<file path="src/verilog/mdu_pkg.sv">
// RV32M opcode, operator and operand-select enums, decoder control struct, illegal default
`default_nettype none

package mdu_pkg;

  ////////////////////////////////////////////////////////////
  // Opcodes
  ////////////////////////////////////////////////////////////

  // Major opcode of R-type register-register ops
  localparam logic [6:0] OPCODE_OP = 7'h33;

  ////////////////////////////////////////////////////////////
  // Operators and operand selects
  ////////////////////////////////////////////////////////////

  // Multiplier result word
  typedef enum logic {
    MUL_M32 = 1'b0,  // low 32 bits of product
    MUL_H   = 1'b1   // high 32 bits of product
  } mul_op_e;

  // Divider operation
  typedef enum logic [1:0] {
    DIV_DIV  = 2'b00,
    DIV_DIVU = 2'b01,
    DIV_REM  = 2'b10,
    DIV_REMU = 2'b11
  } div_op_e;

  // Operand a source
  typedef enum logic {
    OP_A_REGA_OR_FWD = 1'b0,
    OP_A_REGB_OR_FWD = 1'b1
  } op_a_sel_e;

  // Operand b source
  typedef enum logic {
    OP_B_REGB_OR_FWD = 1'b0,
    OP_B_REGA_OR_FWD = 1'b1
  } op_b_sel_e;

  ////////////////////////////////////////////////////////////
  // Decoder control word
  ////////////////////////////////////////////////////////////

  typedef struct packed {
    logic      illegal_insn;
    logic      rf_we;
    logic [1:0] rf_re;
    logic      mul_en;
    mul_op_e   mul_operator;
    // Bit 1 for operand a signed, bit 0 for operand b signed
    logic [1:0] mul_signed_mode;
    logic      div_en;
    div_op_e   div_operator;
    op_a_sel_e alu_op_a_mux_sel;
    op_b_sel_e alu_op_b_mux_sel;
  } decoder_ctrl_t;

  // Default decode, nothing enabled
  localparam decoder_ctrl_t DECODER_CTRL_ILLEGAL_INSN = '{
    illegal_insn     : 1'b1,
    rf_we            : 1'b0,
    rf_re            : 2'b00,
    mul_en           : 1'b0,
    mul_operator     : MUL_M32,
    mul_signed_mode  : 2'b00,
    div_en           : 1'b0,
    div_operator     : DIV_DIV,
    alu_op_a_mux_sel : OP_A_REGA_OR_FWD,
    alu_op_b_mux_sel : OP_B_REGB_OR_FWD
  };

endpackage : mdu_pkg

`default_nettype wire
</file>
<file path="src/verilog/mdu_top.sv">
// RV32M unit top level with decoder, issue controller, multiplier and divider
`timescale 1ns/1ps
`default_nettype none

module mdu_top #(
  parameter int MUL_STAGES = 2
) (
  input  wire logic        clk,
  input  wire logic        rst_n_i,
  // Issue side
  input  wire logic        issue_valid_i,
  output logic             issue_ready_o,
  input  wire logic [31:0] instr_i,
  input  wire logic [31:0] rs1_i,
  input  wire logic [31:0] rs2_i,
  // Result side
  output logic             result_valid_o,
  input  wire logic        result_ready_i,
  output logic [31:0]      result_o,
  output logic             illegal_o
);

  import mdu_pkg::*;

  decoder_ctrl_t decoder_ctrl;

  // Controller to units
  logic          mul_start;
  logic          div_start;
  logic [31:0]   op_a;
  logic [31:0]   op_b;
  logic [1:0]    mul_signed_mode;
  mul_op_e       mul_operator;
  div_op_e       div_operator;

  // Units to controller
  logic          mul_valid;
  logic [31:0]   mul_result;
  logic          div_valid;
  logic [31:0]   div_result;

  m_decoder u_decoder (
    .instr_rdata_i  (instr_i),
    .decoder_ctrl_o (decoder_ctrl)
  );

  mdu_issue_ctrl u_issue_ctrl (
    .clk               (clk),
    .rst_n_i           (rst_n_i),
    .issue_valid_i     (issue_valid_i),
    .issue_ready_o     (issue_ready_o),
    .rs1_i             (rs1_i),
    .rs2_i             (rs2_i),
    .decoder_ctrl_i    (decoder_ctrl),
    .mul_start_o       (mul_start),
    .div_start_o       (div_start),
    .op_a_o            (op_a),
    .op_b_o            (op_b),
    .mul_signed_mode_o (mul_signed_mode),
    .mul_operator_o    (mul_operator),
    .div_operator_o    (div_operator),
    .mul_valid_i       (mul_valid),
    .mul_result_i      (mul_result),
    .div_valid_i       (div_valid),
    .div_result_i      (div_result),
    .result_valid_o    (result_valid_o),
    .result_ready_i    (result_ready_i),
    .result_o          (result_o),
    .illegal_o         (illegal_o)
  );

  mdu_multiplier #(
    .MUL_STAGES (MUL_STAGES)
  ) u_multiplier (
    .clk           (clk),
    .rst_n_i       (rst_n_i),
    .start_i       (mul_start),
    .op_a_i        (op_a),
    .op_b_i        (op_b),
    .signed_mode_i (mul_signed_mode),
    .operator_i    (mul_operator),
    .valid_o       (mul_valid),
    .result_o      (mul_result)
  );

  // Divisor arrives on operand a after the swap
  mdu_divider u_divider (
    .clk        (clk),
    .rst_n_i    (rst_n_i),
    .start_i    (div_start),
    .divisor_i  (op_a),
    .dividend_i (op_b),
    .operator_i (div_operator),
    .valid_o    (div_valid),
    .result_o   (div_result)
  );

endmodule : mdu_top

`default_nettype wire

</file>
<file path="src/verilog/mdu_issue_ctrl.sv">
// Issue/result handshake FSM, operand routing, unit dispatch and result hold
`timescale 1ns/1ps
`default_nettype none

module mdu_issue_ctrl (
  input  wire logic                   clk,
  input  wire logic                   rst_n_i,
  input  wire logic                   issue_valid_i,
  output logic                        issue_ready_o,
  input  wire logic [31:0]            rs1_i,
  input  wire logic [31:0]            rs2_i,
  input  wire mdu_pkg::decoder_ctrl_t decoder_ctrl_i,
  output logic                        mul_start_o,
  output logic                        div_start_o,
  output logic [31:0]                 op_a_o,
  output logic [31:0]                 op_b_o,
  output logic [1:0]                  mul_signed_mode_o,
  output mdu_pkg::mul_op_e            mul_operator_o,
  output mdu_pkg::div_op_e            div_operator_o,
  input  wire logic                   mul_valid_i,
  input  wire logic [31:0]            mul_result_i,
  input  wire logic                   div_valid_i,
  input  wire logic [31:0]            div_result_i,
  output logic                        result_valid_o,
  input  wire logic                   result_ready_i,
  output logic [31:0]                 result_o,
  output logic                        illegal_o
);

  import mdu_pkg::*;

  typedef enum logic [1:0] {
    ST_IDLE,
    ST_BUSY,
    ST_RESULT
  } state_e;

  state_e      state_q;
  logic        accept;
  logic [31:0] src_a;
  logic [31:0] src_b;

  // Single instruction in flight
  assign issue_ready_o  = (state_q == ST_IDLE);
  assign result_valid_o = (state_q == ST_RESULT);
  assign accept         = issue_valid_i & issue_ready_o;

  // Operand muxes swap the sources for divide
  assign src_a = (decoder_ctrl_i.alu_op_a_mux_sel == OP_A_REGB_OR_FWD) ? rs2_i : rs1_i;
  assign src_b = (decoder_ctrl_i.alu_op_b_mux_sel == OP_B_REGA_OR_FWD) ? rs1_i : rs2_i;

  ////////////////////////////////////////////////////////////
  // FSM and start pulses
  ////////////////////////////////////////////////////////////

  always_ff @(posedge clk) begin
    if (!rst_n_i) begin
      state_q     <= ST_IDLE;
      mul_start_o <= 1'b0;
      div_start_o <= 1'b0;
      illegal_o   <= 1'b0;
    end else begin
      // Starts last one cycle
      mul_start_o <= 1'b0;
      div_start_o <= 1'b0;
      unique case (state_q)
        ST_IDLE: begin
          if (accept) begin
            illegal_o <= decoder_ctrl_i.illegal_insn;
            if (decoder_ctrl_i.illegal_insn) begin
              // Nothing to run so answer next cycle
              state_q <= ST_RESULT;
            end else begin
              state_q     <= ST_BUSY;
              mul_start_o <= decoder_ctrl_i.mul_en;
              div_start_o <= decoder_ctrl_i.div_en;
            end
          end
        end
        ST_BUSY: begin
          if (mul_valid_i || div_valid_i) begin
            state_q <= ST_RESULT;
          end
        end
        default: begin
          // Hold until consumer takes it
          if (result_ready_i) begin
            state_q <= ST_IDLE;
          end
        end
      endcase
    end
  end

  ////////////////////////////////////////////////////////////
  // Operand and result registers
  ////////////////////////////////////////////////////////////

  always_ff @(posedge clk) begin
    if (accept) begin
      op_a_o            <= src_a;
      op_b_o            <= src_b;
      mul_signed_mode_o <= decoder_ctrl_i.mul_signed_mode;
      mul_operator_o    <= decoder_ctrl_i.mul_operator;
      div_operator_o    <= decoder_ctrl_i.div_operator;
    end

    // Illegal answers zero
    if (accept && decoder_ctrl_i.illegal_insn) begin
      result_o <= '0;
    end else if (state_q == ST_BUSY && mul_valid_i) begin
      result_o <= mul_result_i;
    end else if (state_q == ST_BUSY && div_valid_i) begin
      result_o <= div_result_i;
    end
  end

endmodule : mdu_issue_ctrl

`default_nettype wire

</file>
<file path="src/verilog/mdu_divider.sv">
// Iterative restoring divider with RISC-V divide-by-zero and overflow results
`timescale 1ns/1ps
`default_nettype none

module mdu_divider (
  input  wire logic            clk,
  input  wire logic            rst_n_i,
  input  wire logic            start_i,
  input  wire logic [31:0]     divisor_i,
  input  wire logic [31:0]     dividend_i,
  input  wire mdu_pkg::div_op_e operator_i,
  output logic                 valid_o,
  output logic [31:0]          result_o
);

  import mdu_pkg::*;

  ////////////////////////////////////////////////////////////
  // Operand preparation
  ////////////////////////////////////////////////////////////

  logic        signed_op;
  logic        dvd_neg;
  logic        dvs_neg;
  logic [31:0] dvd_mag;
  logic [31:0] dvs_mag;

  // div and rem treat operands as two's complement
  assign signed_op = (operator_i == DIV_DIV) || (operator_i == DIV_REM);
  assign dvd_neg   = signed_op & dividend_i[31];
  assign dvs_neg   = signed_op & divisor_i[31];

  // Most negative value maps to 0x8000_0000 which is still its magnitude
  assign dvd_mag   = dvd_neg ? (32'd0 - dividend_i) : dividend_i;
  assign dvs_mag   = dvs_neg ? (32'd0 - divisor_i)  : divisor_i;

  ////////////////////////////////////////////////////////////
  // Iteration state
  ////////////////////////////////////////////////////////////

  logic        busy_q;
  logic [4:0]  cnt_q;
  logic        valid_q;

  logic [31:0] rem_q;
  logic [31:0] quo_q;
  logic [31:0] dvs_q;
  logic        quo_neg_q;
  logic        rem_neg_q;
  logic        div_zero_q;
  div_op_e     op_q;

  // One restoring step
  logic [32:0] rem_shift;
  logic [32:0] rem_diff;
  logic        rem_ge;

  // Shift next dividend bit in from the quotient register
  assign rem_shift = {rem_q, quo_q[31]};
  assign rem_ge    = (rem_shift >= {1'b0, dvs_q});
  assign rem_diff  = rem_shift - {1'b0, dvs_q};

  // Control runs 32 steps after start then pulses done for one cycle
  always_ff @(posedge clk) begin
    if (!rst_n_i) begin
      busy_q  <= 1'b0;
      cnt_q   <= '0;
      valid_q <= 1'b0;
    end else begin
      valid_q <= 1'b0;
      if (start_i) begin
        busy_q <= 1'b1;
        cnt_q  <= '0;
      end else if (busy_q) begin
        cnt_q <= cnt_q + 5'd1;
        if (cnt_q == 5'd31) begin
          busy_q  <= 1'b0;
          valid_q <= 1'b1;
        end
      end
    end
  end

  // Datapath
  always_ff @(posedge clk) begin
    if (start_i) begin
      rem_q      <= '0;
      quo_q      <= dvd_mag;
      dvs_q      <= dvs_mag;
      // Quotient sign from both operands and remainder sign from the dividend
      quo_neg_q  <= dvd_neg ^ dvs_neg;
      rem_neg_q  <= dvd_neg;
      div_zero_q <= (divisor_i == 32'd0);
      op_q       <= operator_i;
    end else if (busy_q) begin
      rem_q <= rem_ge ? rem_diff[31:0] : rem_shift[31:0];
      quo_q <= {quo_q[30:0], rem_ge};
    end
  end

  ////////////////////////////////////////////////////////////
  // Sign correction and result select
  ////////////////////////////////////////////////////////////

  logic [31:0] quo_fix;
  logic [31:0] rem_fix;

  // Divide by zero forces an all-ones quotient
  // Remainder already holds the dividend then
  assign quo_fix  = div_zero_q ? 32'hFFFF_FFFF :
                    (quo_neg_q ? (32'd0 - quo_q) : quo_q);
  // MIN / -1 lands on quotient MIN and remainder 0 without a special case
  assign rem_fix  = rem_neg_q ? (32'd0 - rem_q) : rem_q;

  assign valid_o  = valid_q;
  assign result_o = ((op_q == DIV_DIV) || (op_q == DIV_DIVU)) ? quo_fix : rem_fix;

endmodule : mdu_divider

`default_nettype wire

</file>
<file path="src/verilog/mdu_multiplier.sv">
// Pipelined 33x33 signed multiplier with low/high product word select
`timescale 1ns/1ps
`default_nettype none

module mdu_multiplier #(
  parameter int MUL_STAGES = 2
) (
  input  wire logic            clk,
  input  wire logic            rst_n_i,
  input  wire logic            start_i,
  input  wire logic [31:0]     op_a_i,
  input  wire logic [31:0]     op_b_i,
  input  wire logic [1:0]      signed_mode_i,
  input  wire mdu_pkg::mul_op_e operator_i,
  output logic                 valid_o,
  output logic [31:0]          result_o
);

  import mdu_pkg::*;

  ////////////////////////////////////////////////////////////
  // Operand extension and product
  ////////////////////////////////////////////////////////////

  // 33-bit operands with the sign copied only in signed mode
  logic signed [32:0] op_a_ext;
  logic signed [32:0] op_b_ext;
  logic signed [65:0] product;

  assign op_a_ext = {signed_mode_i[1] & op_a_i[31], op_a_i};
  assign op_b_ext = {signed_mode_i[0] & op_b_i[31], op_b_i};

  // Full signed product covers all four sign combinations
  assign product  = op_a_ext * op_b_ext;

  ////////////////////////////////////////////////////////////
  // Pipeline stages
  ////////////////////////////////////////////////////////////

  logic [MUL_STAGES-1:0] valid_q;
  logic [65:0]           prod_q [MUL_STAGES];
  mul_op_e               op_q   [MUL_STAGES];

  // Valid chain with one bit per stage
  always_ff @(posedge clk) begin
    if (!rst_n_i) begin
      valid_q <= '0;
    end else begin
      valid_q[0] <= start_i;
      for (int i = 1; i < MUL_STAGES; i++) begin
        valid_q[i] <= valid_q[i-1];
      end
    end
  end

  // Product and operator travel alongside valid
  always_ff @(posedge clk) begin
    prod_q[0] <= product;
    op_q[0]   <= operator_i;
    for (int i = 1; i < MUL_STAGES; i++) begin
      prod_q[i] <= prod_q[i-1];
      op_q[i]   <= op_q[i-1];
    end
  end

  ////////////////////////////////////////////////////////////
  // Word select
  ////////////////////////////////////////////////////////////

  assign valid_o  = valid_q[MUL_STAGES-1];

  // High word for mulh/mulhsu/mulhu and low word for mul
  assign result_o = (op_q[MUL_STAGES-1] == MUL_H) ? prod_q[MUL_STAGES-1][63:32]
                                                  : prod_q[MUL_STAGES-1][31:0];

endmodule : mdu_multiplier

`default_nettype wire

</file>
<file path="src/verilog/m_decoder.sv">
// Combinational RV32M decoder, instruction word to multiply/divide control fields
`timescale 1ns/1ps
`default_nettype none

module m_decoder (
  input  wire logic [31:0]          instr_rdata_i,
  output mdu_pkg::decoder_ctrl_t    decoder_ctrl_o
);

  import mdu_pkg::*;

  // Instruction fields
  logic [6:0] opcode;
  logic [6:0] funct7;
  logic [2:0] funct3;

  assign opcode = instr_rdata_i[6:0];
  assign funct7 = instr_rdata_i[31:25];
  assign funct3 = instr_rdata_i[14:12];

  always_comb begin
    // Start from illegal, override on a match
    decoder_ctrl_o = DECODER_CTRL_ILLEGAL_INSN;

    // MULDIV group
    if (opcode == OPCODE_OP && funct7 == 7'b000_0001) begin
      decoder_ctrl_o.illegal_insn = 1'b0;
      // Both sources read, rd written
      decoder_ctrl_o.rf_we        = 1'b1;
      decoder_ctrl_o.rf_re        = 2'b11;

      unique case (funct3)
        3'b000: begin
          // mul
          decoder_ctrl_o.mul_en          = 1'b1;
          decoder_ctrl_o.mul_operator    = MUL_M32;
          decoder_ctrl_o.mul_signed_mode = 2'b00;
        end
        3'b001: begin
          // mulh
          decoder_ctrl_o.mul_en          = 1'b1;
          decoder_ctrl_o.mul_operator    = MUL_H;
          decoder_ctrl_o.mul_signed_mode = 2'b11;
        end
        3'b010: begin
          // mulhsu, rs1 signed and rs2 unsigned
          decoder_ctrl_o.mul_en          = 1'b1;
          decoder_ctrl_o.mul_operator    = MUL_H;
          decoder_ctrl_o.mul_signed_mode = 2'b10;
        end
        3'b011: begin
          // mulhu
          decoder_ctrl_o.mul_en          = 1'b1;
          decoder_ctrl_o.mul_operator    = MUL_H;
          decoder_ctrl_o.mul_signed_mode = 2'b00;
        end
        default: begin
          // div, divu, rem, remu
          // Swapped sources, divisor (rs2) on a and dividend (rs1) on b
          decoder_ctrl_o.div_en           = 1'b1;
          decoder_ctrl_o.alu_op_a_mux_sel = OP_A_REGB_OR_FWD;
          decoder_ctrl_o.alu_op_b_mux_sel = OP_B_REGA_OR_FWD;
          // Low two funct3 bits map straight onto the operator order
          unique case (funct3[1:0])
            2'b00:   decoder_ctrl_o.div_operator = DIV_DIV;
            2'b01:   decoder_ctrl_o.div_operator = DIV_DIVU;
            2'b10:   decoder_ctrl_o.div_operator = DIV_REM;
            default: decoder_ctrl_o.div_operator = DIV_REMU;
          endcase
        end
      endcase
    end
  end

endmodule : m_decoder

`default_nettype wire

</file>
<file path="config.mk">
export PLATFORM = sky130hd
export DESIGN_NAME = mdu_top
export DESIGN_NICKNAME = d
export VERILOG_FILES = /design/src/verilog/mdu_pkg.sv /design/src/verilog/mdu_top.sv /design/src/verilog/mdu_issue_ctrl.sv /design/src/verilog/mdu_divider.sv /design/src/verilog/mdu_multiplier.sv /design/src/verilog/m_decoder.sv
export SDC_FILE = /design/constraint.sdc
export NUM_CORES = 2
export LEC_CHECK = 0
export BUFFER_PORTS_ARGS = -buffer_cell sky130_fd_sc_hd__buf_2
export CORE_ASPECT_RATIO = 1.2
export CORE_MARGIN = 5
export CORE_UTILIZATION = 40
export DETAILED_ROUTE_END_ITERATION = 12
export GPL_TIMING_DRIVEN = 0
export PLACE_DENSITY_LB_ADDON = 0.12
export SYNTH_ARGS = -nofsm -noshare
export SYNTH_HDL_FRONTEND = slang
export SYNTH_SLANG_ARGS = --single-unit
export TNS_END_PERCENT = 30
</file>
<file path="constraint.sdc">
create_clock -name clk -period 11.1 [get_ports clk]
set_input_delay 0 -clock clk [delete_from_list [all_inputs] [get_ports clk]]
set_output_delay 0 -clock clk [all_outputs]
set_load 0.01 [all_outputs]
</file>
==> results.yml <==
finish:
  areaGrowthSynthToFinish_pct: 10.2
  drive_above_1_share_pct: 5.31
  nets: 7490
sta:
  timing.final.crit_share_pct: 99.7
  relSlewSlack_pct: -0.671
  worst_pin_slew_ns: 1.51
  setup_viol: 0
  finalHoldViolations: 0
  min_period_ns: 11.06
  drv_slew: 22
  max_freq_mhz: 90.4
  holdWs_ns: 0.0870
  rsz0062_at_grt: "true"
  skew_ns: 0.0357
floorplanning:
  fp-row-count: 147
  fp.coreArea_um2: 134000
  dieWidth_um: 345
  start_util_pct: 40.2
  die_area_um2: 142000
  die_y_um: 412
  io-pin-count: 135
synthesis:
  yosysWarnings: 0
  async_reset_ff_share_pct: 0
  synthTopCellsByArea: "fa_1 42%, inv_1 8.2%, dfxtp_1 7.7%"
  synth_edf_count: 137
  yosysSeqAreaShare_pct: 15.4
  syn-cell-area_um2: 53800
  synth_area_leader_cell: "fa_1"
  synth_top_area_share_pct: 41.9
  synth.most_common_cell: "inv_1"
  syn_nets: 7222
  ys_types: 71
  syn_inst: 5746
  syn_area_per_cell_um2: 9.36
  ys_ff_latch: 345
  ys_top_cells_by_count: "1,178 x inv_1, 1,126 x fa_1, 840 x nand2_1"
  synthFlopType: "dfxtp_1"
cts:
  numCtsBuffers: 38
  clk_latency_ns: 0.58
  cts_sinks: 345
  ctsLongestPathBuffers: 3
  htreeDepth: 2
  tritoncts: "yes"
  root_buffer: "clkbuf_16"
  clk_pin_slew_ns: 0.06
status:
  violations: "max-capacitance violations, max-slew violations"
  status: "complete, but fails checks"
worst_setup_path:
  critPathLaunch: "u_issue_ctrl.op_a_o[18]"
  required_ns: 11.45
  crit_slowest_cell: "a21boi_1"
  cp_max_fo: 10
  worstSetupEndpointType: "flip-flop"
  crit_arrival_ns: 11.41
  path_cells: "clkbuf_1 > clkbuf_1 > nand2_1 > fa_1 > fa_1 > fa_1 > inv_1 > fa_1 > fa_1 > fa_1 > fa_1 > inv_1 > fa_1 > inv_1 > ha_1 > a211oi_1 > o21bai_1 > a21o_1 > a221o_1 > o21a_1 > o21bai_1 > a31oi_1 > o31ai_1 > a21boi_1"
  crit_path_start_kind: "flip-flop"
  path_class: "flip-flop to flip-flop"
  critPathMaxStageDelay_ns: 0.96
  crit_top_cell: "fa_1"
  r2r-start: "u_issue_ctrl.op_a_o[18]"
global_routing:
  grt_pass1_vias: 44500
  grt_start_max_net_pins: 64
  grt_pass1_wl_um: 312000
  overflow: 0
  antenna_found_initial: 31
  grt_usage_pct: 30.8
min_path:
  min_path_type: "input port to flip-flop"
  min-delay-start: "instr_i[29]"
route:
  dr.pass1.iters: 7
  drt_wl_total_um: 215000
  wire_per_inst_um: 27.4
  viasPerCell: 5.33
  drt_iter0_markers: 3288
  dr_total_vias: 41800
  drcViolationCount: 0
  ant_nets: 0
place:
  portBuffers: 119
  gp_congestion: 1.02
  dpl.hpwl_um: 177000
flow_run:
  drv_cap: 2
final timing paths:
check	depth (start not counted)	slack, ns	end
hold / removal	5	0.09	u_issue_ctrl.illegal_o
hold reg to reg	0	0.31	u_multiplier.prod_q[0][81]
setup / recovery	24	0.04	u_multiplier.prod_q[0][45]
setup reg to reg	24	0.04	u_multiplier.prod_q[0][45]
state kept, by name (all words and copies together) (netlist names), 2 cells and up:
name,cells
u_divider.cnt_q,5
u_divider.dvs_q,32
u_divider.quo_q,32
u_divider.rem_q,32
u_issue_ctrl.div_operator_o,2
u_issue_ctrl.mul_signed_mode_o,2
u_issue_ctrl.op_a_o,32
u_issue_ctrl.op_b_o,32
u_issue_ctrl.result_o,32
u_issue_ctrl.state_q,2
u_multiplier.op_q,2
u_multiplier.prod_q,128
u_multiplier.valid_q,2
layer usage:
metal,vias to the layer above,wire length [um],global-route usage (%)
li1,18000,-,-
met1,21400,81600,37.9
met2,1862,102000,51.5
met3,549,15200,4.12
met4,6,16200,18.4
met5,-,35,0
critical path, delay by kind of cell, from the launching register on:
kind                     cells  cell delay (ns)
adder cells (fa/ha/maj)      9             4.64
AO/OA/AOI/OAI                9             3.74
buffers and inverters        5             1.83
flip-flops                   1             0.36
AND/OR/NAND/NOR              1             0.18
per-stage QoR:
| stage | utilization, % | setup TNS [ns] | cell area (um^2) | setup slack, ns | instances |
|---|---|---|---|---|---|
| floorplan | - | 0 | 53800 | 2.84 | 5746 |
| global placement | 42.4 | -18.98 | 56600 | -1.57 | 7653 |
| detailed placement | 42.4 | -13.59 | 56700 | -1.55 | 7656 |
| CTS | 44.3 | -0.0628 | 59200 | -0.0628 | 7831 |
| global route | 44.3 | -0.267 | 59300 | -0.136 | 7833 |
| finish | 44.3 | 0 | 59300 | 0.0352 | 7851 |
cell usage in the layout (no fill, tap or decap), drive strengths merged, types with 66 or more instances in the layout:
master	count
inv	1185
fa	1126
nand2	840
and2	359
clkbuf	335
ha	250
nor2	208
dfxtp	208
a21oi	182
buf	167
edfxtp	137
o21ai	125
xnor2	110
xor2	106
dlygate4sd3	103
mux2	66
area by class of cell:
class / instances / area (um^2)
Timing Repair Buffer: 233 / 1740
Inverter: 1178 / 4430
Fill cell: 13400 / 74400
Tap cell: 1788 / 2240
Sequential cell: 345 / 8280
Clock buffer: 44 / 1040
Antenna cell: 19 / 47.5
Clock inverter: 26 / 358
Multi-Input combinational cell: 3889 / 39900
Buffer: 329 / 1270
cells by family (layout without fill, tap and decap cells):
kind of cell / Yosys count / in the layout / share of synthesized area (%)
AOI/OAI and AO/OA: 558 / 558 / 6.57
xor gates and xnor gates: 216 / 216 / 3.52
adders and majority gates: 1376 / 1376 / 47.7
buffers and inverters: 1512 / 1810 / 10.6
DFF: 345 / 345 / 15.4
muxes: 104 / 104 / 2.09
other: 0 / 19 / 0
and+or+nand+nor: 1635 / 1635 / 14.2
repair_timing:
action / CTS / global route
hold buffers: 103 / 0
buffers inserted: 5 / 3
pin swaps: 1 / 0
hold endpoints to repair: 89 / 0
endpoints found under the setup margin: 18 / 9
gates resized for setup: 17 / 15
gates cloned: 0 / 0
Power is not shown: default switching activity piles up to over one toggle a cycle in this logic, so the estimate is an artifact.
